**config.mk**
```make
export PLATFORM = sky130hd
export DESIGN_NAME = sparse_compactor
export DESIGN_NICKNAME = d
export VERILOG_FILES = /design/src/source/compact_pkg.sv /design/src/source/scan_fsm.sv /design/src/source/scan_counter.sv /design/src/source/operand_buffer.sv /design/src/source/zero_compactor.sv /design/src/source/sparse_compactor.sv
export VERILOG_INCLUDE_DIRS = /design/src /design/src/source
export SDC_FILE = /design/constraint.sdc
export NUM_CORES = 2
export LEC_CHECK = 0
export ABC_CLOCK_PERIOD_IN_PS = 23000
export BUFFER_PORTS_ARGS = -buffer_cell sky130_fd_sc_hd__buf_2
export CELL_PAD_IN_SITES_DETAIL_PLACEMENT = 1
export CELL_PAD_IN_SITES_GLOBAL_PLACEMENT = 1
export CORE_AREA = 2 2 504 506
export DETAILED_ROUTE_END_ITERATION = 12
export DIE_AREA = 0 0 506 508
export HOLD_SLACK_MARGIN = 0.12
export PLACE_DENSITY = 0.45
export SLEW_MARGIN = 25
export SYNTH_ARGS = -nofsm -noshare
export SYNTH_HDL_FRONTEND = slang
export SYNTH_SLANG_ARGS = --single-unit
```
**constraint.sdc**
```tcl
create_clock -name clk -period 23 [get_ports clk]
set_input_delay 3.45 -clock clk [delete_from_list [all_inputs] [get_ports clk]]
set_output_delay 3.45 -clock clk [all_outputs]
set_load 0.05 [all_outputs]
```
**src/source/compact_config.svh**
```systemverilog
`ifndef COMPACT_CONFIG_SVH
`define COMPACT_CONFIG_SVH

// element format is q4.16, signed
`define COMPACT_INT_BITS 4
`define COMPACT_FRAC_BITS 16

// elements per vector
// one element is scanned per clock, so this is also the scan length
`define COMPACT_LANES 16

`endif

```
**src/source/compact_pkg.sv**
```systemverilog
`include "compact_config.svh"

package compact_pkg;

	localparam int ELEM_W = `COMPACT_INT_BITS + `COMPACT_FRAC_BITS;

	// one activation or weight in fixed point
	typedef logic signed [ELEM_W-1:0] elem_t;

	// scan position or output slot pointer
	typedef logic [$clog2(`COMPACT_LANES)-1:0] idx_t;

	typedef enum logic [1:0] {
		ST_IDLE, // waiting for a frame
		ST_SCAN, // walking the frame one element per clock
		ST_HOLD  // result held until the consumer takes it
	} scan_state_e;

endpackage

```
**src/source/scan_fsm.sv**
```systemverilog
`timescale 1ns/1ps

module scan_fsm
	import compact_pkg::*;
(
	clk,
	reset,
	i_in_valid,
	i_out_taken,
	i_last,
	o_in_ready,
	o_out_valid,
	o_capture,
	o_step,
	o_release
);

input clk, reset;
input i_in_valid;
input i_out_taken;
input i_last;

output logic o_in_ready;
output logic o_out_valid;
output logic o_capture;
output logic o_step;
output logic o_release;

scan_state_e state;
scan_state_e next_state;

logic accept; // frame handed over this cycle
logic take;   // result handed over this cycle

assign accept = (state == ST_IDLE) && i_in_valid;
assign take = (state == ST_HOLD) && i_out_taken;

always_ff @(posedge clk) begin
	if (reset) begin
		state <= ST_IDLE;
	end
	else begin
		state <= next_state;
	end
end

always_comb begin
	next_state = state;
	case (state)
		ST_IDLE: begin
			if (accept) begin
				next_state = ST_SCAN;
			end
		end
		ST_SCAN: begin
			// the final lane is written on this same edge
			if (i_last) begin
				next_state = ST_HOLD;
			end
		end
		ST_HOLD: begin
			if (take) begin
				next_state = ST_IDLE;
			end
		end
		default: begin
			next_state = ST_IDLE;
		end
	endcase
end

assign o_in_ready = (state == ST_IDLE);
assign o_out_valid = (state == ST_HOLD);
assign o_capture = accept;
assign o_step = (state == ST_SCAN); // high for the whole scan
assign o_release = take;

endmodule

```
**src/source/scan_counter.sv**
```systemverilog
`timescale 1ns/1ps
`include "compact_config.svh"

module scan_counter
	import compact_pkg::*;
(
	clk,
	reset,
	i_clear,
	i_step,
	o_index,
	o_last
);

input clk, reset;
input i_clear;
input i_step;

output idx_t o_index;
output logic o_last;

always_ff @(posedge clk) begin
	if (reset) begin
		o_index <= '0;
	end
	else if (i_clear) begin
		o_index <= '0; // first scan cycle sees lane 0
	end
	else if (i_step) begin
		o_index <= o_index + 1'b1; // wraps to 0 after the final lane
	end
end

// flags the final lane so the fsm can leave the scan
assign o_last = (o_index == idx_t'(`COMPACT_LANES - 1));

endmodule

```
**src/source/operand_buffer.sv**
```systemverilog
`timescale 1ns/1ps
`include "compact_config.svh"

module operand_buffer
	import compact_pkg::*;
(
	clk,
	reset,
	i_capture,
	i_frame,
	i_index,
	o_elem
);

input clk, reset;
input i_capture;
input elem_t i_frame [`COMPACT_LANES];
input idx_t i_index;

output elem_t o_elem;

elem_t frame_q [`COMPACT_LANES];

// whole vector is taken in one clock at acceptance
always_ff @(posedge clk) begin
	if (reset) begin
		for (int i = 0; i < `COMPACT_LANES; i++) begin
			frame_q[i] <= '0;
		end
	end
	else if (i_capture) begin
		for (int i = 0; i < `COMPACT_LANES; i++) begin
			frame_q[i] <= i_frame[i];
		end
	end
end

// element under scan, read without a register stage
assign o_elem = frame_q[i_index];

endmodule

```
**src/source/zero_compactor.sv**
```systemverilog
`timescale 1ns/1ps
`include "compact_config.svh"

module zero_compactor
	import compact_pkg::*;
(
	clk,
	reset,
	i_step,
	i_release,
	i_elem,
	o_slots
);

input clk, reset;
input i_step;
input i_release;
input elem_t i_elem;

output elem_t o_slots [`COMPACT_LANES];

idx_t wr_ptr; // next free slot
logic elem_nz;
logic do_write;

assign elem_nz = (i_elem != '0);
assign do_write = i_step && elem_nz;

// slots after the last nonzero element keep their cleared value
always_ff @(posedge clk) begin
	if (reset || i_release) begin
		for (int i = 0; i < `COMPACT_LANES; i++) begin
			o_slots[i] <= '0;
		end
	end
	else if (do_write) begin
		o_slots[wr_ptr] <= i_elem;
	end
end

// with every lane nonzero the pointer wraps to 0 on the final write,
// which is harmless since the scan ends on that edge
always_ff @(posedge clk) begin
	if (reset || i_release) begin
		wr_ptr <= '0;
	end
	else if (do_write) begin
		wr_ptr <= wr_ptr + 1'b1;
	end
end

endmodule

```
**src/source/sparse_compactor.sv**
```systemverilog
`timescale 1ns/1ps
`include "compact_config.svh"

module sparse_compactor
	import compact_pkg::*;
(
	clk,
	reset,
	i_in_valid,
	o_in_ready,
	i_act,
	i_wgt,
	o_out_valid,
	i_out_taken,
	o_act,
	o_wgt
);

input clk, reset;

// producer side
input i_in_valid;
output logic o_in_ready;
input elem_t i_act [`COMPACT_LANES];
input elem_t i_wgt [`COMPACT_LANES];

// consumer side
output logic o_out_valid;
input i_out_taken;
output elem_t o_act [`COMPACT_LANES];
output elem_t o_wgt [`COMPACT_LANES];

logic capture;
logic step;
logic release_pulse;
logic last;

idx_t scan_index;

elem_t act_elem;
elem_t wgt_elem;

scan_fsm fsm (
	.clk(clk),
	.reset(reset),
	.i_in_valid(i_in_valid),
	.i_out_taken(i_out_taken),
	.i_last(last),
	.o_in_ready(o_in_ready),
	.o_out_valid(o_out_valid),
	.o_capture(capture),
	.o_step(step),
	.o_release(release_pulse)
);

scan_counter counter (
	.clk(clk),
	.reset(reset),
	.i_clear(capture),
	.i_step(step),
	.o_index(scan_index),
	.o_last(last)
);

// both vectors share one scan index
operand_buffer act_buf (
	.clk(clk),
	.reset(reset),
	.i_capture(capture),
	.i_frame(i_act),
	.i_index(scan_index),
	.o_elem(act_elem)
);

operand_buffer wgt_buf (
	.clk(clk),
	.reset(reset),
	.i_capture(capture),
	.i_frame(i_wgt),
	.i_index(scan_index),
	.o_elem(wgt_elem)
);

// each vector keeps its own write pointer, so the packings differ
zero_compactor act_pack (
	.clk(clk),
	.reset(reset),
	.i_step(step),
	.i_release(release_pulse),
	.i_elem(act_elem),
	.o_slots(o_act)
);

zero_compactor wgt_pack (
	.clk(clk),
	.reset(reset),
	.i_step(step),
	.i_release(release_pulse),
	.i_elem(wgt_elem),
	.o_slots(o_wgt)
);

endmodule

```
After elaboration in Yosys (flattened, before gate mapping):

Memories as Yosys holds them, arrays and structs flattened. A register that Yosys moved wholly into a read port is not among the register bits.
Cells that the tools add are included.

* flip-flop bits (word level): 654
* RAM bits: 640
* output and inout port bits: 642
* memories: 2

Memory list
* act_buf.frame_q: depth 16, bits a word 20, read ports 1, clocked after Yosys merged registers in 1, write ports 16, line operand_buffer.sv:22 `` elem_t frame_q [`COMPACT_LANES]; ``
* wgt_buf.frame_q: depth 16, bits a word 20, read ports 1, clocked after Yosys merged registers in 1, write ports 16, line operand_buffer.sv:22

* add/sub/neg operators: 3
* order comparisons: 4
* eq/ne operators: 6
* mux-type cells: 51
* bitwise logic cells: 34
* reductions and logical operators: 12

Operators with widths (number)
* 20-bit 2-to-1 mux: 34
* 320-bit bitwise mux: 2
* 20-bit demux with 4-bit select: 2
* 20-bit nonzero test: 2
* 1-bit bitwise OR: 32
* 4-bit 2-to-1 mux: 4
* 4-bit by 1-bit adder with 4-bit output, second input constant: 3
* 5-bit greater-or-equal comparator, second input constant: 2
* 5-bit by 1-bit less-than comparator with 1-bit output, second input constant: 2
* 4-bit NOT with 5-bit output: 2
* 1-bit logical AND: 6
* 2-bit 2-to-1 mux: 3
* 2-bit case mux with 3 select lines: 1
* 1-bit 2-to-1 mux: 5
* 4-bit equality test, second input constant: 1
* 2-bit by 1-bit inequality test with 1-bit output, second input constant: 2
* 3-bit AND reduction: 1
* 2-bit by 1-bit equality test with 1-bit output, second input constant: 1
* 2-bit equality test, second input constant: 1
* 2-bit logical NOT: 1
* 2-bit inequality test, second input constant: 1
* 2-bit OR reduction: 1
* 1-bit logical OR: 1

Longest topological paths before layout:

* word-level depth: 6
* depth in mapped cells: 15
* mapped depth without buffers: 7

Cells and area by module:

From an unflattened synthesis, not the netlist that was laid out.

* cell total of the unflattened synthesis: 3982
* area total of the unflattened synthesis: 52176.3 um^2

Modules (own cells, without submodules)
* operand_buffer: instances 2, cells an instance 847, area an instance 14166.1 um^2, seq. area each 9609.2 um^2
* zero_compactor: instances 2, cells an instance 1129, area an instance 11778.8 um^2, seq. area each 6486.2 um^2
* scan_counter: instances 1, cells an instance 18, area an instance 183.9 um^2, seq. area each 80.1 um^2
* scan_fsm: instances 1, cells an instance 12, area an instance 102.6 um^2, seq. area each 40.0 um^2

Worst setup path before layout:

Ideal clock, no wire load.

* kind: input-to-reg
* from: input port reset
* to: register with a tool-made name
* setup time: 816 ps
* data arrival time: 19688 ps
* required time: 22184 ps
* path slack: 2495 ps
* cell stages on the path: 4
* buffers on the path: 2
* cells stage by stage: clkbuf_1 clkbuf_1 nand2b_1 nor2_1

RTL lines
* from (decl): line sparse_compactor.sv:19 `input clk, reset;`

==> flow_metrics.env <==
export IMPL_number_of_synthesized_flops_with_an_enable_pin=640
export IMPL_core_rowCount=185
export IMPL_post_cts_resize_count=0
export IMPL_layout_drive_gt1_share_pct=35.2
export IMPL_switching_share_pct=24.8
export IMPL_fmax_mhz=125
export IMPL_grt_use_total_pct=17.2
export IMPL_mappedNetlistNets=4580
export IMPL_die_w_um=506
export IMPL_crit_required_ps=23430
export IMPL_crit_top_cell="sky130_fd_sc_hd__buf_4"
export IMPL_hold_path_class="reg2reg"
export IMPL_arr_time_crit_path_ps=8450
export IMPL_cts_sink_count=1298
export IMPL_final_period_minus_worst_setup_slack_ps=8020
export IMPL_nNetsFinal=5802
export IMPL_clock_latency_ps=810
export IMPL_finalInstanceArea_um2=67300
export IMPL_timing_critical_path_from_type="input port"
export IMPL_drt_pre_antenna_iters=6
export IMPL_crit_chain="buf_8 > nand2b_4 > buf_4 > buf_4 > buf_4 > buf_4 > buf_6"
export IMPL_placed_cell_area_um2=62200
export IMPL_detailedRoute_firstIterationViolations=2174
export IMPL_grt_remaining_overflow=0
export IMPL_start_util_pct=20.8
export IMPL_postSynth_asyncResetShare_pct=0
export IMPL_clock_root_buffer="sky130_fd_sc_hd__clkbuf_16"
export IMPL_worst_path_max_delay_cell="sky130_fd_sc_hd__nand2b_4"
export IMPL_finalCoreUtilization_pct=26.7
export IMPL_die_height_um=508
export IMPL_routed_wire_length_per_instance_um=26.4
export IMPL_timing_final_max_slew_violations=0
export IMPL_grt_setup_unrepaired="false"
export IMPL_worst_slew_pin_slew_ps=1100
export IMPL_irDropWorstVdd_mv=0.0703
export IMPL_timing_reg2reg_setup_slack_ps=16910
export IMPL_finalHoldWorstSlack_ps=453
export IMPL_hold_buffers=0
export IMPL_place_congestion=0.765
export IMPL_detail_route_wirelength_um=229000
export IMPL_grt_start_max_net_pins=221
export IMPL_synth_cell_area_um2=52400
export IMPL_placed_cells_incl_taps=8355
export IMPL_io_buffer_count=1285
export IMPL_cts_made_buffers=158
export IMPL_tritoncts_clock_tree="done"
export IMPL_power_per_cell_area_nw_per_um2=80.9
export IMPL_routed_via_density=4.16
export IMPL_timing_slew_headroom_pct=26.6
export IMPL_placeableCoreArea_um2=252000
export IMPL_cellLeakagePower_uw=0.0306
export IMPL_synthesis_area_per_instance_um2=13.3
export IMPL_finalSetupViolations=0
export IMPL_slowest_delay_ps=850
export IMPL_maximum_net_fanout_on_the_critical_path=80
export IMPL_status="finished clean"
export IMPL_power_share_combinational_pct=7.7
export IMPL_totalNegativeSetupSlack_ps=0
export IMPL_worst_setup_path_end_kind="flop"
export IMPL_part_of_the_total_power_dissipated_in_sequential_elements_pct=47.2
export IMPL_reported_max_cap_violation_count=0
export IMPL_timing_hold_violations_final=0
export IMPL_yosys_cell_types_count=40
export IMPL_number_of_global_route_vias_before_repair=37600
export IMPL_dieArea_um2=257000
export IMPL_grt_pass1_wl_um=310000
export IMPL_antenna_violations_before_repair=138
export IMPL_io_pins=1286
export IMPL_remaining_drc_errors=0
export IMPL_ys_dominant_reg_cell="sky130_fd_sc_hd__dfxtp_1"
export IMPL_clock_power_share_pct=45.1
export IMPL_multi_input_gate_area_in_the_final_layout_um2=18500
export IMPL_ant_nets=0
export IMPL_synth_sequential_area_ratio_pct=61.8
export IMPL_fillers=28000
export IMPL_final_cell_count_no_fill=8667
export IMPL_syn_to_final_growth_pct=28.4
export IMPL_cts_htree_levels=4
export IMPL_cts_reportedPaths_clkPinSlew_ps=50
export IMPL_timing_final_crit_share_pct=34.9
export IMPL_cts_root_to_sink_buffers=3
export IMPL_synth_seq_cells=1298
export IMPL_cts_setup_buffers=0
export IMPL_syn_instance_count=3927
export IMPL_yosysWarnings=0
export IMPL_finalClockSkew_ps=56.9
export IMPL_vias=36000
export IMPL_seq_area_um2=32400
export IMPL_p_int_uw=4100
export IMPL_critical_path_class="in2reg"
export IMPL_dpl_hpwl_um=169000
export IMPL_netSwitchingPower_uw=1350
[power by group through the flow]
stage	Clock (uW)	Combinational, uW	Sequential (uW)
2_1_floorplan	0	203	2680
4_1_cts	2550	437	2570
6_report	2460	421	2570
5_1_grt	2630	453	2580
3_5_place_dp	0	436	2620
3_3_place_gp	0	434	2620
[cell families (layout without fill, tap and decap cells)]
logic type	after synthesis	in the layout	share of synthesized area (%)
buf+inv	315	1654	3.18
mux	784	784	19.3
other cells	0	35	0
flops	1298	1298	61.8
xor+xnor	3	3	0.0501
simple gates	1424	1424	13.8
fa+ha+maj	9	9	0.215
compound gates	94	94	1.68
[layer usage]
layer / track usage [%] / share of wire, % / vias to the layer above
met5: 0 / 0.26 / -
met4: 4.45 / 2.7 / 98
met3: 5.54 / 7.6 / 408
met2: 29.2 / 48 / 1255
met1: 20.9 / 41 / 17900
li1: - / - / 16300
[final timing paths]
| kind | end | startpoint | cells past startpoint |
|---|---|---|---|
| worst max-delay path | wgt_buf.frame_q[11][18] | reset | 7 |
| worst min-delay path | act_pack.o_slots[141] | act_pack.o_slots[141] | 2 |
| worst min register to register | act_pack.o_slots[141] | act_pack.o_slots[141] | 2 |
| worst max register to register | wgt_pack.o_slots[142] | flop | 9 |
[worst max-delay path, delay by kind of cell]
kind / cells / cell delay, ps
simple gates: 1 / 850
buf+inv: 6 / 3840
[cells in the mapped netlist, types with 3 or more instances]
cell type	instances	area (um2)
sky130_fd_sc_hd__mux4_2	179	4030
sky130_fd_sc_hd__buf_12	14	280
sky130_fd_sc_hd__and2_1	403	2520
sky130_fd_sc_hd__ha_1	9	113
sky130_fd_sc_hd__nor4_1	7	43.8
sky130_fd_sc_hd__buf_4	37	278
sky130_fd_sc_hd__nand4_1	3	18.8
sky130_fd_sc_hd__nand3_1	26	130
sky130_fd_sc_hd__and3_1	18	113
sky130_fd_sc_hd__inv_1	5	18.8
sky130_fd_sc_hd__dfxtp_1	658	13200
sky130_fd_sc_hd__nand2_1	679	2550
sky130_fd_sc_hd__nand3_4	7	123
sky130_fd_sc_hd__nor2b_1	246	1540
sky130_fd_sc_hd__buf_2	47	235
sky130_fd_sc_hd__o221a_2	48	541
sky130_fd_sc_hd__a22oi_1	38	285
sky130_fd_sc_hd__nor2_1	15	56.3
sky130_fd_sc_hd__nand2b_1	9	56.3
sky130_fd_sc_hd__mux2i_1	603	6040
sky130_fd_sc_hd__buf_1	6	22.5
sky130_fd_sc_hd__a21oi_1	3	15.0
sky130_fd_sc_hd__buf_6	8	90.1
sky130_fd_sc_hd__edfxtp_1	640	19200
sky130_fd_sc_hd__clkbuf_1	198	743
[state kept, by name (all words and copies together), names as in the netlist, named ones only]
register,flops
act_buf.frame_q,320
act_pack.o_slots,320
wgt_buf.frame_q,320
wgt_pack.o_slots,320
act_pack.wr_ptr,4
counter.o_index,4
wgt_pack.wr_ptr,4
fsm.state,2
[placed cells by master, fill, tap and decap left out, types with 50 or more instances in the layout]
| master | instances |
|---|---|
| sky130_fd_sc_hd__clkbuf_1 | 50 |
| sky130_fd_sc_hd__nand2_1 | 671 |
| sky130_fd_sc_hd__clkbuf_16 | 161 |
| sky130_fd_sc_hd__buf_2 | 1284 |
| sky130_fd_sc_hd__mux4_2 | 179 |
| sky130_fd_sc_hd__mux2i_1 | 603 |
| sky130_fd_sc_hd__nor2b_1 | 241 |
| sky130_fd_sc_hd__dfxtp_1 | 654 |
| sky130_fd_sc_hd__edfxtp_1 | 640 |
| sky130_fd_sc_hd__and2_1 | 403 |
| sky130_fd_sc_hd__buf_4 | 84 |
[metrics by stage]
step	total power (uW)	setup WS [ps]
after floorplan	2880	2500
after global placement	3050	14030
after detailed placement	3060	13820
after CTS	5550	14750
after global routing	5660	14670
final	5450	14980
[final cells by class]
cell class / instances / area share, %
flip-flops and latches: 1298 / 48.2
multi-input cells: 2314 / 27.5
repair buffers: 1372 / 10.6
clock buffers: 230 / 6.66
well taps: 3366 / 6.26
clock inverters: 47 / 0.748
diodes: 35 / 0.130
inverters: 5 / 0.0279
(Power assumes the default switching activity.)
